[src/hdl/aes_ctrl_pkg.sv]
// AES control unit definitions; enum encodings are sparse or one-hot and must match the datapath

package aes_ctrl_pkg;

  ////////////////////////////////////////////////////
  // Round counting
  ////////////////////////////////////////////////////

  // Round counter width, enough for 14 rounds
  localparam int unsigned RndCtrW = 4;

  // Number of rounds per key length
  localparam logic [RndCtrW-1:0] NumRounds128 = 4'd10;
  localparam logic [RndCtrW-1:0] NumRounds192 = 4'd12;
  localparam logic [RndCtrW-1:0] NumRounds256 = 4'd14;

  ////////////////////////////////////////////////////
  // Command encodings
  ////////////////////////////////////////////////////

  // Cipher direction, sparse
  typedef enum logic [1:0] {
    CIPH_FWD = 2'b01,
    CIPH_INV = 2'b10
  } ciph_op_e;

  // Key length, one-hot
  typedef enum logic [2:0] {
    AES_128 = 3'b001,
    AES_192 = 3'b010,
    AES_256 = 3'b100
  } key_len_e;

  // Control FSM states, sparse so a single flip lands on an invalid code
  typedef enum logic [5:0] {
    CTRL_IDLE     = 6'b011101,
    CTRL_INIT     = 6'b110000,
    CTRL_ROUND    = 6'b001011,
    CTRL_FINISH   = 6'b100110,
    CTRL_CLEAR_S  = 6'b010010,
    CTRL_CLEAR_KD = 6'b101101,
    CTRL_ERROR    = 6'b111011
  } ctrl_state_e;

  // Phase reported to the selector decode
  typedef enum logic [2:0] {
    PHASE_OTHER  = 3'd0,
    PHASE_INIT   = 3'd1,
    PHASE_ROUND  = 3'd2,
    PHASE_FINISH = 3'd3,
    PHASE_CLEAR  = 3'd4
  } ctrl_phase_e;

  ////////////////////////////////////////////////////
  // Datapath mux selectors
  ////////////////////////////////////////////////////

  typedef enum logic [1:0] {STATE_ROUND, STATE_INIT, STATE_CLEAR} state_sel_e;
  typedef enum logic [1:0] {ADD_RK_INIT, ADD_RK_ROUND, ADD_RK_FINAL} add_rk_sel_e;
  typedef enum logic [1:0] {
    KEY_FULL_ROUND, KEY_FULL_ENC_INIT, KEY_FULL_DEC_INIT, KEY_FULL_CLEAR
  } key_full_sel_e;
  typedef enum logic {KEY_DEC_EXPAND, KEY_DEC_CLEAR} key_dec_sel_e;
  typedef enum logic [1:0] {
    KEY_WORDS_0123, KEY_WORDS_2345, KEY_WORDS_4567, KEY_WORDS_ZERO
  } key_words_sel_e;
  typedef enum logic {ROUND_KEY_DIRECT, ROUND_KEY_MIXED} round_key_sel_e;

endpackage

[src/hdl/cipher_cmd_regs.sv]
// Command flag registers; start takes priority over done in the same cycle
`timescale 1ns/1ns

module cipher_cmd_regs (
  input  logic clk_i,
  input  logic rst_ni,
  input  logic start_i,
  input  logic done_i,
  input  logic crypt_d_i,
  input  logic dec_key_gen_d_i,
  input  logic key_clear_d_i,
  input  logic data_out_clear_d_i,
  output logic crypt_q_o,
  output logic dec_key_gen_q_o,
  output logic key_clear_q_o,
  output logic data_out_clear_q_o
);

  always_ff @(posedge clk_i or negedge rst_ni) begin
    if (!rst_ni) begin
      crypt_q_o          <= 1'b0;
      dec_key_gen_q_o    <= 1'b0;
      key_clear_q_o      <= 1'b0;
      data_out_clear_q_o <= 1'b0;
    end else if (start_i) begin
      // Command accepted
      crypt_q_o          <= crypt_d_i;
      dec_key_gen_q_o    <= dec_key_gen_d_i;
      key_clear_q_o      <= key_clear_d_i;
      data_out_clear_q_o <= data_out_clear_d_i;
    end else if (done_i) begin
      // Result taken, nothing in flight
      crypt_q_o          <= 1'b0;
      dec_key_gen_q_o    <= 1'b0;
      key_clear_q_o      <= 1'b0;
      data_out_clear_q_o <= 1'b0;
    end
  end

endmodule

[src/hdl/cipher_ctrl_fsm.sv]
// AES control FSM; error state is terminal and only reset leaves it
`timescale 1ns/1ns

module cipher_ctrl_fsm import aes_ctrl_pkg::*; (
  input  logic          clk_i,
  input  logic          rst_ni,

  input  logic          in_valid_i,
  output logic          in_ready_o,
  output logic          out_valid_o,
  input  logic          out_ready_i,

  input  key_len_e      key_len_i,
  input  logic          crypt_i,
  input  logic          dec_key_gen_i,
  input  logic          key_clear_i,
  input  logic          data_out_clear_i,
  input  logic          sel_err_i,
  input  logic          alert_fatal_i,
  output logic          alert_o,

  output state_sel_e    state_sel_o,
  output logic          state_we_o,
  output logic          sub_bytes_en_o,
  input  logic          sub_bytes_out_req_i,
  output logic          sub_bytes_out_ack_o,
  output add_rk_sel_e   add_rk_sel_o,

  output key_full_sel_e key_full_sel_o,
  output logic          key_full_we_o,
  output key_dec_sel_e  key_dec_sel_o,
  output logic          key_dec_we_o,
  output logic          key_expand_en_o,
  input  logic          key_expand_out_req_i,
  output logic          key_expand_out_ack_o,
  output logic          key_expand_clear_o,

  // Sequencing towards the helpers
  output logic          start_o,
  output logic          done_o,
  input  logic          last_round_i,
  output logic          round_adv_o,
  output ctrl_phase_e   phase_o,
  input  key_full_sel_e key_full_init_i,

  // Command flags
  output logic          crypt_d_o,
  output logic          dec_key_gen_d_o,
  output logic          key_clear_d_o,
  output logic          data_out_clear_d_o,
  input  logic          crypt_q_i,
  input  logic          dec_key_gen_q_i,
  input  logic          key_clear_q_i,
  input  logic          data_out_clear_q_i
);

  ctrl_state_e state_d, state_q;
  logic        advance;

  always_comb begin
    // Safe defaults, no writes, no handshakes
    in_ready_o           = 1'b0;
    out_valid_o          = 1'b0;
    alert_o              = 1'b0;
    state_sel_o          = STATE_ROUND;
    state_we_o           = 1'b0;
    sub_bytes_en_o       = 1'b0;
    sub_bytes_out_ack_o  = 1'b0;
    add_rk_sel_o         = ADD_RK_ROUND;
    key_full_sel_o       = KEY_FULL_ROUND;
    key_full_we_o        = 1'b0;
    key_dec_sel_o        = KEY_DEC_EXPAND;
    key_dec_we_o         = 1'b0;
    key_expand_en_o      = 1'b0;
    key_expand_out_ack_o = 1'b0;
    key_expand_clear_o   = 1'b0;
    start_o              = 1'b0;
    done_o               = 1'b0;
    round_adv_o          = 1'b0;
    phase_o              = PHASE_OTHER;
    crypt_d_o            = 1'b0;
    dec_key_gen_d_o      = 1'b0;
    key_clear_d_o        = 1'b0;
    data_out_clear_d_o   = 1'b0;
    advance              = 1'b0;
    state_d              = state_q;

    unique case (state_q)
      CTRL_IDLE: begin
        in_ready_o = 1'b1;
        if (in_valid_i) begin
          if (key_clear_i || data_out_clear_i) begin
            // Clears win over crypt, state is wiped first if data goes too
            start_o            = 1'b1;
            key_clear_d_o      = key_clear_i;
            data_out_clear_d_o = data_out_clear_i;
            state_d            = data_out_clear_i ? CTRL_CLEAR_S : CTRL_CLEAR_KD;
          end else if (crypt_i || dec_key_gen_i) begin
            start_o            = 1'b1;
            crypt_d_o          = crypt_i & ~dec_key_gen_i;
            dec_key_gen_d_o    = dec_key_gen_i;
            // Key generation runs on a cleared state
            state_sel_o        = dec_key_gen_i ? STATE_CLEAR : STATE_INIT;
            state_we_o         = 1'b1;
            key_expand_clear_o = 1'b1;
            key_full_sel_o     = dec_key_gen_i ? KEY_FULL_ENC_INIT : key_full_init_i;
            key_full_we_o      = 1'b1;
            state_d            = CTRL_INIT;
          end else begin
            // Handshake with no command bit set
            state_d = CTRL_ERROR;
          end
        end
      end

      CTRL_INIT: begin
        phase_o      = PHASE_INIT;
        add_rk_sel_o = ADD_RK_INIT;
        // AES-256 has both first round keys at hand, no key expand wait
        if (key_len_i != AES_256) begin
          key_expand_en_o = 1'b1;
          advance         = key_expand_out_req_i;
        end else begin
          advance = 1'b1;
        end
        if (advance) begin
          key_expand_out_ack_o = key_expand_en_o;
          key_full_we_o        = key_expand_en_o;
          state_we_o           = crypt_q_i;
          round_adv_o          = 1'b1;
          state_d              = CTRL_ROUND;
        end
      end

      CTRL_ROUND: begin
        phase_o         = PHASE_ROUND;
        sub_bytes_en_o  = crypt_q_i;
        key_expand_en_o = 1'b1;
        // Key generation skips SubBytes
        advance = key_expand_out_req_i & (~crypt_q_i | sub_bytes_out_req_i);
        if (advance) begin
          sub_bytes_out_ack_o  = crypt_q_i;
          key_expand_out_ack_o = 1'b1;
          state_we_o           = crypt_q_i;
          key_full_we_o        = 1'b1;
          round_adv_o          = 1'b1;
          if (last_round_i) begin
            state_d = CTRL_FINISH;
            if (dec_key_gen_q_i) begin
              // Last round key is the decryption start key
              key_dec_we_o = 1'b1;
              // Try to finish right here, else wait in finish
              out_valid_o  = ~sel_err_i;
              if (out_valid_o && out_ready_i) begin
                done_o  = 1'b1;
                state_d = CTRL_IDLE;
              end
            end
          end
        end
      end

      CTRL_FINISH: begin
        phase_o        = PHASE_FINISH;
        add_rk_sel_o   = ADD_RK_FINAL;
        // State gets wiped on the way out
        state_sel_o    = STATE_CLEAR;
        sub_bytes_en_o = crypt_q_i;
        advance        = (sub_bytes_out_req_i & crypt_q_i) | dec_key_gen_q_i;
        // No result released on a selector fault
        out_valid_o    = advance & ~sel_err_i;
        if (out_valid_o && out_ready_i) begin
          sub_bytes_out_ack_o = crypt_q_i;
          state_we_o          = 1'b1;
          done_o              = 1'b1;
          state_d             = CTRL_IDLE;
        end
      end

      CTRL_CLEAR_S: begin
        phase_o     = PHASE_CLEAR;
        state_sel_o = STATE_CLEAR;
        state_we_o  = 1'b1;
        state_d     = CTRL_CLEAR_KD;
      end

      CTRL_CLEAR_KD: begin
        phase_o     = PHASE_CLEAR;
        out_valid_o = ~sel_err_i;
        if (key_clear_q_i) begin
          key_full_sel_o = KEY_FULL_CLEAR;
          key_dec_sel_o  = KEY_DEC_CLEAR;
        end
        // Cleared state goes straight to the output registers
        if (data_out_clear_q_i) begin
          add_rk_sel_o = ADD_RK_INIT;
        end
        // Writes only on the handshake so back-pressure holds everything
        if (out_valid_o && out_ready_i) begin
          key_full_we_o = key_clear_q_i;
          key_dec_we_o  = key_clear_q_i;
          done_o        = 1'b1;
          state_d       = CTRL_IDLE;
        end
      end

      CTRL_ERROR: begin
        alert_o = 1'b1;
      end

      // Invalid encoding, treat as a fault
      default: begin
        alert_o = 1'b1;
        state_d = CTRL_ERROR;
      end
    endcase

    // Faults override any transition
    if (sel_err_i || alert_fatal_i) begin
      state_d = CTRL_ERROR;
    end
  end

  always_ff @(posedge clk_i or negedge rst_ni) begin
    if (!rst_ni) begin
      state_q <= CTRL_IDLE;
    end else begin
      state_q <= state_d;
    end
  end

endmodule

[src/hdl/cipher_ctrl_top.sv]
// AES cipher control top; op_i and key_len_i must stay stable from acceptance until out_valid_o is taken
`timescale 1ns/1ns

module cipher_ctrl_top import aes_ctrl_pkg::*; (
  input  logic               clk_i,
  input  logic               rst_ni,

  // Command and result handshakes
  input  logic               in_valid_i,
  output logic               in_ready_o,
  output logic               out_valid_o,
  input  logic               out_ready_i,

  // Command fields
  input  ciph_op_e           op_i,
  input  key_len_e           key_len_i,
  input  logic               crypt_i,
  input  logic               dec_key_gen_i,
  input  logic               key_clear_i,
  input  logic               data_out_clear_i,

  // Faults and alert
  input  logic               sel_err_i,
  input  logic               alert_fatal_i,
  output logic               alert_o,

  // Cipher datapath
  output state_sel_e         state_sel_o,
  output logic               state_we_o,
  output logic               sub_bytes_en_o,
  input  logic               sub_bytes_out_req_i,
  output logic               sub_bytes_out_ack_o,
  output add_rk_sel_e        add_rk_sel_o,

  // Key expand datapath
  output key_full_sel_e      key_full_sel_o,
  output logic               key_full_we_o,
  output key_dec_sel_e       key_dec_sel_o,
  output logic               key_dec_we_o,
  output logic               key_expand_en_o,
  input  logic               key_expand_out_req_i,
  output logic               key_expand_out_ack_o,
  output logic               key_expand_clear_o,
  output logic [RndCtrW-1:0] rnd_ctr_o,
  output key_words_sel_e     key_words_sel_o,
  output round_key_sel_e     round_key_sel_o
);

  // Sequencing between FSM and helpers
  logic          start, done, round_adv, last_round;
  ctrl_phase_e   phase;
  key_full_sel_e key_full_init;

  // Command flags, next and held
  logic crypt_d, dec_key_gen_d, key_clear_d, data_out_clear_d;
  logic crypt_q, dec_key_gen_q, key_clear_q, data_out_clear_q;

  // Same-named ports connect to the top ports
  cipher_ctrl_fsm u_fsm (
    .start_o            (start),
    .done_o             (done),
    .last_round_i       (last_round),
    .round_adv_o        (round_adv),
    .phase_o            (phase),
    .key_full_init_i    (key_full_init),
    .crypt_d_o          (crypt_d),
    .dec_key_gen_d_o    (dec_key_gen_d),
    .key_clear_d_o      (key_clear_d),
    .data_out_clear_d_o (data_out_clear_d),
    .crypt_q_i          (crypt_q),
    .dec_key_gen_q_i    (dec_key_gen_q),
    .key_clear_q_i      (key_clear_q),
    .data_out_clear_q_i (data_out_clear_q),
    .*
  );

  cipher_round_ctr u_round_ctr (
    .clk_i        (clk_i),
    .rst_ni       (rst_ni),
    .start_i      (start),
    .key_len_i    (key_len_i),
    .round_adv_i  (round_adv),
    .rnd_ctr_o    (rnd_ctr_o),
    .last_round_o (last_round)
  );

  cipher_key_sel u_key_sel (
    .phase_i          (phase),
    .op_i             (op_i),
    .key_len_i        (key_len_i),
    .dec_key_gen_q_i  (dec_key_gen_q),
    .key_full_init_o  (key_full_init),
    .key_words_sel_o  (key_words_sel_o),
    .round_key_sel_o  (round_key_sel_o)
  );

  cipher_cmd_regs u_cmd_regs (
    .clk_i              (clk_i),
    .rst_ni             (rst_ni),
    .start_i            (start),
    .done_i             (done),
    .crypt_d_i          (crypt_d),
    .dec_key_gen_d_i    (dec_key_gen_d),
    .key_clear_d_i      (key_clear_d),
    .data_out_clear_d_i (data_out_clear_d),
    .crypt_q_o          (crypt_q),
    .dec_key_gen_q_o    (dec_key_gen_q),
    .key_clear_q_o      (key_clear_q),
    .data_out_clear_q_o (data_out_clear_q)
  );

endmodule

[src/hdl/cipher_key_sel.sv]
// Key selector decode, purely combinational; inputs must be stable for the whole operation
`timescale 1ns/1ns

module cipher_key_sel import aes_ctrl_pkg::*; (
  input  ctrl_phase_e    phase_i,
  input  ciph_op_e       op_i,
  input  key_len_e       key_len_i,
  input  logic           dec_key_gen_q_i,
  output key_full_sel_e  key_full_init_o,
  output key_words_sel_e key_words_sel_o,
  output round_key_sel_e round_key_sel_o
);

  logic           inv_op;
  key_words_sel_e upper_words;

  assign inv_op = (op_i == CIPH_INV);

  // Decryption starts from the last round key
  assign key_full_init_o = inv_op ? KEY_FULL_DEC_INIT : KEY_FULL_ENC_INIT;

  // Upper half of the wide key
  assign upper_words = (key_len_i == AES_192) ? KEY_WORDS_2345 : KEY_WORDS_4567;

  always_comb begin
    key_words_sel_o = KEY_WORDS_ZERO;
    if (!dec_key_gen_q_i) begin
      unique case (phase_i)
        PHASE_INIT: begin
          if (key_len_i == AES_128) begin
            key_words_sel_o = KEY_WORDS_0123;
          end else begin
            key_words_sel_o = inv_op ? upper_words : KEY_WORDS_0123;
          end
        end
        PHASE_ROUND, PHASE_FINISH: begin
          if (key_len_i == AES_128) begin
            key_words_sel_o = KEY_WORDS_0123;
          end else begin
            key_words_sel_o = inv_op ? KEY_WORDS_0123 : upper_words;
          end
        end
        // Clear and idle add nothing
        default: key_words_sel_o = KEY_WORDS_ZERO;
      endcase
    end
  end

  // Equivalent inverse cipher needs mixed keys in regular rounds
  assign round_key_sel_o = (inv_op && phase_i == PHASE_ROUND) ? ROUND_KEY_MIXED
                                                               : ROUND_KEY_DIRECT;

endmodule

[src/hdl/cipher_round_ctr.sv]
// Round counter; key_len_i is sampled on start only, invalid lengths count as AES-256
`timescale 1ns/1ns

module cipher_round_ctr import aes_ctrl_pkg::*; (
  input  logic               clk_i,
  input  logic               rst_ni,
  input  logic               start_i,
  input  key_len_e           key_len_i,
  input  logic               round_adv_i,
  output logic [RndCtrW-1:0] rnd_ctr_o,
  output logic               last_round_o
);

  logic [RndCtrW-1:0] rnd_ctr_q, num_rounds_d, num_rounds_q;

  // Nr from key length
  always_comb begin
    unique case (key_len_i)
      AES_128: num_rounds_d = NumRounds128;
      AES_192: num_rounds_d = NumRounds192;
      default: num_rounds_d = NumRounds256;
    endcase
  end

  always_ff @(posedge clk_i or negedge rst_ni) begin
    if (!rst_ni) begin
      rnd_ctr_q    <= '0;
      num_rounds_q <= '0;
    end else if (start_i) begin
      rnd_ctr_q    <= '0;
      num_rounds_q <= num_rounds_d;
    end else if (round_adv_i) begin
      rnd_ctr_q <= rnd_ctr_q + RndCtrW'(1);
    end
  end

  // Last regular round, final round follows
  assign last_round_o = (num_rounds_q != '0) && (rnd_ctr_q >= num_rounds_q - RndCtrW'(1));
  assign rnd_ctr_o    = rnd_ctr_q;

endmodule

[config.mk]
export PLATFORM = sky130hd
export DESIGN_NAME = cipher_ctrl_top
export DESIGN_NICKNAME = d
export VERILOG_FILES = /design/src/hdl/aes_ctrl_pkg.sv /design/src/hdl/cipher_cmd_regs.sv /design/src/hdl/cipher_ctrl_fsm.sv /design/src/hdl/cipher_ctrl_top.sv /design/src/hdl/cipher_key_sel.sv /design/src/hdl/cipher_round_ctr.sv
export SDC_FILE = /design/constraint.sdc
export NUM_CORES = 1
export LEC_CHECK = 0
export ABC_CLOCK_PERIOD_IN_PS = 2300
export BUFFER_PORTS_ARGS = -buffer_cell sky130_fd_sc_hd__buf_2
export CORE_MARGIN = 2
export CORE_UTILIZATION = 50
export CTS_CLUSTER_SIZE = 30
export DETAILED_ROUTE_END_ITERATION = 10
export GPL_ROUTABILITY_DRIVEN = 0
export PLACE_DENSITY = 0.77
export SLEW_MARGIN = 20
export SYNTH_ARGS = -nofsm -noshare
export SYNTH_HDL_FRONTEND = slang
export SYNTH_HIERARCHICAL = 1
export SYNTH_SLANG_ARGS = --single-unit
[constraint.sdc]
create_clock -name clk_i -period 2.3 [get_ports clk_i]
set_input_delay 0.23 -clock clk_i [delete_from_list [all_inputs] [get_ports clk_i]]
set_output_delay 0.23 -clock clk_i [all_outputs]
set_load 0.005 [all_outputs]
==> qor.tcl, run 1 <==
set qor(synth_top_cells_by_area) {dfrtp_1, dfstp_2, nor2_1, ha_1, nand2_1}
set qor(post-route-min-period_ps) 2546
set qor(synth_area_sq_um) 1560
set qor(fin_skew_ps) 5.266
set qor(power.ir.vdd_worst_mv) 0.1814
set qor(cellLeakagePower_uw) 0.001200
set qor(die_area_sq_um) 3583
set qor(final_nets) 284
set qor(relative_slew_margins_pct) 62.42
set qor(hold-path-cell-count) 2
set qor(synth-edff-count) 0
set qor(report.final.slew_viol_count) 0
set qor(first_global_vias) 1462
set qor(postSynthRegisterBits) 16
set qor(seq_area_frac_synth_pct) 25.90
set qor(ctsRootBufferMaster) {clkbuf_4}
set qor(hold_path_class) {in2reg}
set qor(arrival_ps) 2320
set qor(critical_path_class) {reg2out}
set qor(grt_first_pass_wirelength_mm) 6.789
set qor(fin_hold_ws_ps) 157.3
set qor(hpwlAfterDp_mm) 3.069
set qor(worstRegToRegCells) 13
set qor(status) {finished, violations left}
set qor(ys_dominant_reg_cell) {dfrtp_1}
set qor(routed_wirelength_mm) 4.717
set qor(design.portCount) 42
set qor(grt_max_degree) 17
set qor(synth-warning-count) 6
set qor(port_buffers) 41
set qor(ratio_of_cells_with_drive_above_1_in_the_final_layout_pct) 49.62
set qor(clk_sink_count) 16
set qor(tritoncts) {built}
set qor(htree_num_levels) 1
set qor(crit_path_cell_trace) {inv_2 -> ha_4 -> xnor2_2 -> ha_1 -> and2_4 -> o21ai_2 -> o21ai_2 -> nor2b_1 -> nand4_1 -> nand2_1 -> nor2b_1 -> buf_2}
set qor(clock.fmax_mhz) 392.8
set qor(drcViolationCount) 0
set qor(worst_slack_ps) -245.5
set qor(synth_top_cell_by_area) {dfrtp_1}
set qor(post_synth.cell_area_avg_sq_um) 8.255
set qor(cts_max_path_buffers) 2
set qor(grt.total_usage_pct) 25.31
set qor(worst_slew_pin_slew_ps) 558.5
set qor(start_util_pct) 51.96
set qor(max_stage_delay_ps) 400
set qor(vias) 1705
set qor(powerDensity_nw_per_um2) 250.9
set qor(setup.worst_path.start_class) {flop}
set qor(area.growth.synth_to_final_pct) 39.29
set qor(post_synth_inst_count) 189
set qor(synth_cell_types) 61
set qor(nFillCells) 225
set qor(cap_violations) 0
set qor(fraction_of_post_synthesis_cell_area_in_the_top_cell_type_by_area_pct) 20.85
set qor(report.final.hold_viol_count) 0
set qor(worst_skew_pair_later_pin_latency_ps) 300
set qor(end_kind) {output pin}
set qor(worst_path_max_delay_cell) {dfrtp_1}
set qor(postSynth.asyncResetShare_pct) 100.0
set qor(horizontal_extent_of_the_die_microns) 59.86
set qor(critPathTopFamily) {simple AND/OR/NAND/NOR gates}
set qor(wl_per_cell_microns) 16.10
set qor(coreArea_sq_um) 3003
set qor(violated_checks) {negative setup slack}
set qor(path_buf_inv) 2
set qor(drtPass1Iterations) 4
set qor(die_y_microns) 59.86
set qor(cp_data_required_time_ps) 2070
set qor(cp.depth) 12
set qor(number_of_antenna_violations_at_the_first_check_in_global_routing) 0
set qor(worstPathMaxFanout) 2
set qor(synthTopCellsByCount) {nor2_1, nand2_1, dfrtp_1, a21oi_1, o21ai_0}
set qor(fp-row-count) 20
set qor(net_count_after_synthesis) 212
set qor(worst_path_clk_slew_ps) 110
set qor(antenna_cells_inserted) 0
set qor(synth.most_common_cell) {nor2_1}
set qor(post-route-period-util_pct) 110.7
set qor(count_of_endpoints_failing_setup_in_the_final_report) 4
set qor(drt_iter0_markers) 74
set qor(cts-buffers-inserted) 3
set qor(vias_per_cell) 5.819
set qor(rsz_0062_raised_after_global_routing) {yes}
set qor(fin_util_pct) 72.38
set qor(globalRoute.totalOverflow) 0
set qor(ant_nets) 0
report_power, final:
part / internal [uW] / switching (uW) / leakage, uW
Sequential: 283 / 2.63 / 0.000200
Clock: 96.5 / 102 / 0.0000210
Combinational: 25.9 / 34.7 / 0.000980
Total: 406 / 140 / 0.00120
cell usage in the layout (no fill, tap or decap), types with 4 or more instances in the layout:
| cell | count |
|---|---|
| buf_2 | 41 |
| buf_4 | 32 |
| nor2_1 | 21 |
| dfrtp_1 | 12 |
| nand2_1 | 11 |
| a21oi_1 | 8 |
| o21ai_0 | 8 |
| nor2b_1 | 5 |
| mux2i_1 | 5 |
| ha_1 | 5 |
| a22o_1 | 4 |
| and2b_2 | 4 |
| inv_2 | 4 |
| nand2_2 | 4 |
| buf_6 | 4 |
kinds of logic (layout without fill, tap and decap cells):
group,after synthesis,after routing,share of synthesized area (%)
adders and majority gates,6,6,4.811
DFF,16,16,25.90
buffers and inverters,18,89,6.975
muxes,5,5,3.208
AOI/OAI and AO/OA,45,45,20.29
xor gates and xnor gates,6,6,3.369
and+or+nand+nor,93,93,35.45
per-layer routing:
metal / up-vias / global-route usage (%) / routed length, microns
met1: 814 / 35.27 / 1973
met4: 0 / 8.571 / 109
met2: 59 / 41.15 / 2383
met5: - / 0 / 0
met3: 11 / 2.165 / 250
li1: 821 / - / -
what timing repair did:
action	4_1_cts	5_1_grt
hold endpoints to repair	13	0
gates cloned	0	0
gates resized for setup	12	26
hold buffers	1	0
buffers inserted	9	14
setup endpoints to repair	14	22
pin swaps	6	16
cell type report:
| type | instances | area [sq um] | area share, % |
|---|---|---|---|
| clock buffers | 4 | 36.28 | 1.670 |
| well taps | 33 | 41.29 | 1.900 |
| inverters | 7 | 26.28 | 1.209 |
| repair buffers | 78 | 500.5 | 23.03 |
| multi-input cells | 155 | 1164 | 53.54 |
| flip-flops and latches | 16 | 405.4 | 18.65 |
sequential cells by signal (all words and copies together) (netlist names):
register / flops
u_fsm/state_q: 5
u_round_ctr/rnd_ctr_o: 4
u_round_ctr/num_rounds_q: 3
u_cmd_regs/crypt_q_o: 1
u_cmd_regs/data_out_clear_q_o: 1
u_cmd_regs/dec_key_gen_q_o: 1
u_cmd_regs/key_clear_q_o: 1
path summary, 6_finish.rpt:
kind / startpoint / to / slack [ps]
max: u_round_ctr/num_rounds_q[2] / out_valid_o / -250
min: key_len_i[0] / u_round_ctr/num_rounds_q[2] / 160
max reg2reg: u_round_ctr/num_rounds_q[2] / u_cmd_regs/data_out_clear_q_o / 30
min reg2reg: u_cmd_regs/key_clear_q_o / u_cmd_regs/key_clear_q_o / 520
max in group asynchronous: rst_ni / u_fsm/state_q[2] / 1570
min in group asynchronous: rst_ni / u_round_ctr/num_rounds_q[2] / 400
through the flow:
step	setup TNS [ps]	power [uW]	worst slack [ps]	cells	area [sq um]
global route	-1440	571.0	-331.7	293	2173
global placement	0	345.5	83.87	266	1829
detailed placement	0	346.2	17.05	266	1829
finish	-538.0	545.3	-245.5	293	2173
floorplan	0	314.2	193.8	189	1560
CTS	-673.5	544.7	-143.1	280	1979
No activity file was read; power rests on OpenSTA's default activity.
==> inputs of run 2 (changes only) <==
CTS_BUF_LIST = sky130_fd_sc_hd__clkbuf_2   (was unset)
GPL_TIMING_DRIVEN = 0   (was unset)
SYNTH_HIERARCHICAL = unset   (was 1)
==> run 2 against run 1 <==
  * The run still ends with negative setup slack left
  * Sequential power hardly changed
  * Sequential share of layout area is 1.2 points higher
  * Flip-flop and latch count stayed put
  * Synthesized cell count is 3.7% higher
  * Total power is 9.7% lower
  * Cell count is 0.68% lower
  * Cell area is 6.3% lower
  * Register-to-register slack worse by 80 ps
  * Via count is 7.3% higher
==> qor.tcl, run 2 <==
set qor(status) {finished, violations left}
set qor(violated_checks) {negative setup slack}
set qor(powerDensity_nw_per_um2) 241.8
set qor(power.share.switching_pct) 29.41
set qor(hold_path_class) {in2reg}
set qor(ratio_of_cells_with_drive_above_1_in_the_final_layout_pct) 41.47
set qor(synth-adder-area-share_pct) 4.815
set qor(synth_xor_area_share_pct) 3.371
set qor(post_synth_inst_count) 196
set qor(fp-row-count) 20
set qor(fraction_of_synthesized_area_in_multiplexers_pct) 3.210
set qor(port_buffers) 41
set qor(clk_sink_count) 16
set qor(seq_area_frac_synth_pct) 25.92
set qor(synth_simple_gate_area_share_pct) 29.37
set qor(relative_slew_margins_pct) 54.93
set qor(synth_compound_area_share_pct) 25.76
set qor(fin_skew_ps) 2.322
set qor(drt_iter0_markers) 95
set qor(first_global_vias) 1576
set qor(clock.fmax_mhz) 404.2
set qor(rsz_0062_raised_after_global_routing) {yes}
set qor(vias_per_cell) 6.289
set qor(design.portCount) 42
set qor(postSynthRegisterBits) 16
set qor(max_flop_register) {u_fsm.state_q}
set qor(synth-edff-count) 0
set qor(number_of_antenna_violations_at_the_first_check_in_global_routing) 0
set qor(drcViolationCount) 0
set qor(hpwlAfterDp_mm) 3.293
set qor(worst_slack_ps) -174.2
set qor(placed_cells) 270
set qor(synth_cell_types) 58
set qor(cellInternalPower_uw) 347.6
set qor(fin_util_pct) 67.83
set qor(post-route-min-period_ps) 2474
set qor(worst_skew_pair_later_pin_latency_ps) 300
set qor(comb_power_share_pct) 13.8
set qor(ctsRootBufferMaster) {clkbuf_2}
set qor(grt_max_degree) 17
set qor(horizontal_extent_of_the_die_microns) 59.84
set qor(pwr-share-clk_pct) 28.0
set qor(synth_top_cells_by_area) {dfrtp_1, nor2_1, dfstp_2, ha_1, o21ai_0}
set qor(final_nets) 282
set qor(net_count_after_synthesis) 219
set qor(grt_first_pass_wirelength_mm) 7.576
set qor(ant_nets) 0
set qor(fraction_of_post_synthesis_cell_area_in_the_top_cell_type_by_area_pct) 20.87
set qor(seq_power_share_pct) 58.2
set qor(total_switching_power_uw) 144.9
set qor(ys_dominant_reg_cell) {dfrtp_1}
set qor(worst_path_clk_slew_ps) 180
set qor(report.final.hold_viol_count) 0
set qor(critical_path_class) {reg2out}
set qor(globalRoute.totalOverflow) 0
set qor(area.growth.synth_to_final_pct) 30.66
set qor(synth_top_cell_by_area) {dfrtp_1}
set qor(postSynth.asyncResetShare_pct) 100.0
set qor(synth-warning-count) 0
set qor(synth.most_common_cell) {nor2_1}
set qor(wl_per_cell_microns) 17.37
set qor(die_area_sq_um) 3581
set qor(die_y_microns) 59.84
set qor(cts-buffers-inserted) 3
set qor(layout_commonest_cell) {buf_2}
set qor(arrival_ps) 2240
set qor(cap_violations) 0
set qor(cellLeakagePower_uw) 0.0009562
set qor(setup.worst_path.start_class) {flop}
set qor(synth_area_sq_um) 1559
set qor(htree_num_levels) 1
set qor(drtPass1Iterations) 5
set qor(end_kind) {output pin}
set qor(synthTopCellsByCount) {nor2_1, nand2_1, o21ai_0, a21oi_1, dfrtp_1}
set qor(post-route-period-util_pct) 107.6
set qor(cp_data_required_time_ps) 2070
set qor(fin_hold_ws_ps) 194.2
set qor(worst_slew_pin_slew_ps) 659.1
set qor(setup.reg_to_reg.worst_slack_ps) -50
set qor(most_frequent_cells_in_the_layout) {buf_2, nor2_1, buf_4}
set qor(post_synth.cell_area_avg_sq_um) 7.954
set qor(synth_top_family_by_area) {simple AND/OR/NAND/NOR gates}
set qor(antenna_cells_inserted) 0
set qor(grt.total_usage_pct) 28.03
set qor(power.ir.vdd_worst_mv) 0.1531
set qor(worstPathMaxFanout) 2
set qor(report.final.slew_viol_count) 0
set qor(routed_wirelength_mm) 5.055
set qor(coreArea_sq_um) 3003
set qor(vias) 1830
set qor(cts_max_path_buffers) 2
set qor(tritoncts) {built}
set qor(final_cell_count_no_fill) 291
set qor(largest_register_ff_count) 5
set qor(count_of_endpoints_failing_setup_in_the_final_report) 7
set qor(start_util_pct) 51.92
[run 2: what timing repair did]
action / in CTS / in global routing
gates cloned: 0 / 1
setup buffers: 9 / 7
resized for setup: 16 / 10
hold buffers: 1 / 0
endpoints found under the hold margin: 13 / 0
endpoints found under the setup margin: 8 / 18
pin swaps: 8 / 4
[run 2: area by class of cell]
type	instances	area, sq um
repair buffers	59	340.3
inverters	13	48.80
clock buffers	3	15.01
fillers	257	965.9
flip-flops and latches	16	404.1
plain buffers	7	57.56
multi-input cells	159	1126
clock inverters	1	3.754
well taps	33	41.29
[run 2: logic make-up after synthesis]
logic type / count (synthesis)
fa+ha+maj: 6
buf+inv: 21
flops: 16
compound gates: 59
xor+xnor: 6
mux: 5
simple gates: 83
[run 2: final timing paths]
check,start,end,cells after the start
min in group asynchronous,rst_ni,u_fsm.state_q[5],2
max in group asynchronous,rst_ni,u_fsm.state_q[4],2
worst max register to register,u_fsm.state_q[4],u_fsm.state_q[4],8
worst min-delay path,alert_fatal_i,u_fsm.state_q[2],4
worst min register to register,u_round_ctr.num_rounds_q[3],u_round_ctr.num_rounds_q[3],1
worst max-delay path,u_round_ctr.num_rounds_q[1],out_valid_o,9
[run 2: stage by stage]
stage | cell area, sq um | TNS, ps | total power [uW] | setup WS [ps]
finish | 2037 | -601.8 | 492.5 | -174.2
global route | 2037 | -1052 | 512.4 | -309.4
CTS | 1953 | -558.5 | 488.6 | -148.0
detailed placement | 1805 | -108.8 | 352.6 | -108.8
global placement | 1805 | -143.1 | 352.5 | -143.1
floorplan | 1559 | 0 | 315.3 | 222.4
[run 2: power groups by stage]
stage | Combinational, uW | Sequential (uW) | Clock (uW)
global route | 74.0 | 287 | 151
detailed placement | 61.3 | 291 | 0
finish | 67.9 | 287 | 138
global placement | 61.1 | 291 | 0
CTS | 64.1 | 286 | 138
floorplan | 24.1 | 291 | 0
[run 2: worst max-delay path, cell delays in order (launching register included)]
cell	delay [ps]
dfrtp_1	400
inv_2	60
ha_4	150
xnor2_1	120
ha_1	310
nand2_1	70
nor3_2	140
o211ai_1	160
a2111oi_2	370
buf_2	180
[run 2: layer usage]
layer	wire length, microns	global-route usage, %
met1	2048	39.79
met2	2344	43.17
met3	561	5.628
met4	101	7.619
met5	0	0
==> inputs of run 3 (changes only) <==
SKIP_CTS_REPAIR_TIMING = 1   (was unset)
==> run 3 against run 2 <==
  * The run still ends with negative setup slack left
  * Sequential share of layout area up 0.35 points
  * Clock skew down 0.86 ps
  * Die area unchanged
  * Combinational power down 3.5%
  * Sequential power about the same
  * Count of clock-buffer cells in the layout unchanged
  * Clock power about the same
  * Cell count down 1.7%
  * Maximum frequency down 2.3%
  * Largest cell class unchanged
==> qor.tcl, run 3 (same netlist as run 2, synthesis figures left out) <==
set qor(drcViolationCount) 0
set qor(design.portCount) 42
set qor(area.growth.synth_to_final_pct) 28.41
set qor(grt_max_degree) 17
set qor(cts-buffers-inserted) 3
set qor(final.setup.tns_ps) -1423
set qor(grt.total_usage_pct) 25.57
set qor(first_global_vias) 1437
set qor(worst_slew_pin_slew_ps) 643.2
set qor(setup.worst_path.start_class) {flop}
set qor(report.final.slew_viol_count) 0
set qor(vias) 1753
set qor(critical_path_class) {reg2out}
set qor(worst_path_max_delay_cell) {dfstp_2}
set qor(cp_data_required_time_ps) 2070
set qor(horizontal_extent_of_the_die_microns) 59.84
set qor(antenna_cells_inserted) 0
set qor(worst_slack_ps) -231.2
set qor(post-route-min-period_ps) 2531
set qor(cap_violations) 0
set qor(die_y_microns) 59.84
set qor(drt_iter0_markers) 77
set qor(start_util_pct) 51.92
set qor(ant_nets) 0
set qor(post-route-period-util_pct) 110.1
set qor(status) {finished, violations left}
set qor(ctsRootBufferMaster) {clkbuf_2}
set qor(tritoncts) {built}
set qor(number_of_antenna_violations_at_the_first_check_in_global_routing) 0
set qor(htree_num_levels) 1
set qor(crit_path_cell_trace) {buf_6 -> and2b_2 -> nand3_4 -> inv_4 -> nand2_4 -> or4_4 -> o211ai_1 -> buf_2}
set qor(globalRoute.totalOverflow) 0
set qor(max_flop_register) {u_fsm.state_q}
set qor(vias_per_cell) 6.129
set qor(coreArea_sq_um) 3003
set qor(clock.fmax_mhz) 395.1
set qor(hpwlAfterDp_mm) 3.293
set qor(cellLeakagePower_uw) 0.0009444
set qor(routed_wirelength_mm) 4.589
set qor(power.ir.vdd_worst_mv) 0.1526
set qor(report.final.hold_viol_count) 0
set qor(port_buffers) 41
set qor(grt_first_pass_wirelength_mm) 6.893
set qor(cts_max_path_buffers) 2
set qor(ratio_of_cells_with_drive_above_1_in_the_final_layout_pct) 38.34
set qor(final_nets) 277
set qor(worst_skew_pair_later_pin_latency_ps) 290
set qor(powerDensity_nw_per_um2) 244.6
set qor(relative_slew_margins_pct) 56.01
set qor(hold_path_class) {in2reg}
set qor(die_area_sq_um) 3581
set qor(count_of_endpoints_failing_setup_in_the_final_report) 9
set qor(layout_commonest_cell) {buf_2}
set qor(worst_path_clk_slew_ps) 180
set qor(most_frequent_cells_in_the_layout) {buf_2, nor2_1, nand2_1}
set qor(largest_register_ff_count) 5
set qor(worstPathMaxFanout) 6
set qor(end_kind) {output pin}
set qor(violated_checks) {negative setup slack}
set qor(drtPass1Iterations) 4
set qor(fp-row-count) 20
set qor(rsz_0062_raised_after_global_routing) {yes}
set qor(wl_per_cell_microns) 16.05
set qor(fin_skew_ps) 1.460
set qor(fin_util_pct) 66.67
set qor(max_stage_delay_ps) 560
set qor(arrival_ps) 2300
set qor(clk_sink_count) 16
[run 3: where the power goes]
group          switching (uW)  internal, uW
sequential               2.77           284
clock                    99.7          37.8
combinational            40.2          25.3
[run 3: per-stage QoR]
step	instances	instance area, sq um	hold WS (ps)	total power (uW)	setup slack, ps
after CTS	274	1824	-168.8	486.3	-469.7
after floorplan	196	1559	-65.59	315.3	222.4
after detailed placement	270	1805	174.5	352.6	-108.8
after global placement	270	1805	172.7	352.5	-143.1
after global routing	286	2002	227.9	510.3	-348.6
final	286	2002	200.6	489.6	-231.2
[run 3: per-layer routing]
layer  global-route usage, %  routed length, microns  up-vias
met5                       0                       0        -
met4                   5.714                      36        0
met3                   4.762                     426        4
met2                   37.27                    2115       91
met1                   38.85                    2011      825
li1                        -                       -      833
[run 3: final timing paths]
kind / to / cells after the start / slack, ps / from
max in group asynchronous: u_fsm.state_q[2] / 2 / 1610 / rst_ni
hold / removal: u_fsm.state_q[2] / 4 / 200 / alert_fatal_i
hold reg to reg: u_cmd_regs.data_out_clear_q_o / 2 / 560 / u_cmd_regs.data_out_clear_q_o
setup / recovery: state_we_o / 8 / -230 / u_fsm.state_q[4]
min in group asynchronous: u_round_ctr.num_rounds_q[1] / 2 / 370 / rst_ni
setup reg to reg: u_fsm.state_q[4] / 8 / -20 / u_fsm.state_q[2]
[run 3: final cells by class]
type,count,area (sq um)
clock buffers,3,15.01
inverters,13,51.30
fillers,271,1001
repair buffers,53,297.8
clock inverters,1,3.754
multi-input cells,159,1116
flip-flops and latches,16,404.1
well taps,33,41.29
plain buffers,8,72.57
[run 3: critical path, delay by kind of cell (launching register included)]
kind	cells	cell delay [ps]
buffers and inverters	3	370
AND/OR/NAND/NOR	4	920
flip-flops	1	560
AO/OA/AOI/OAI	1	150
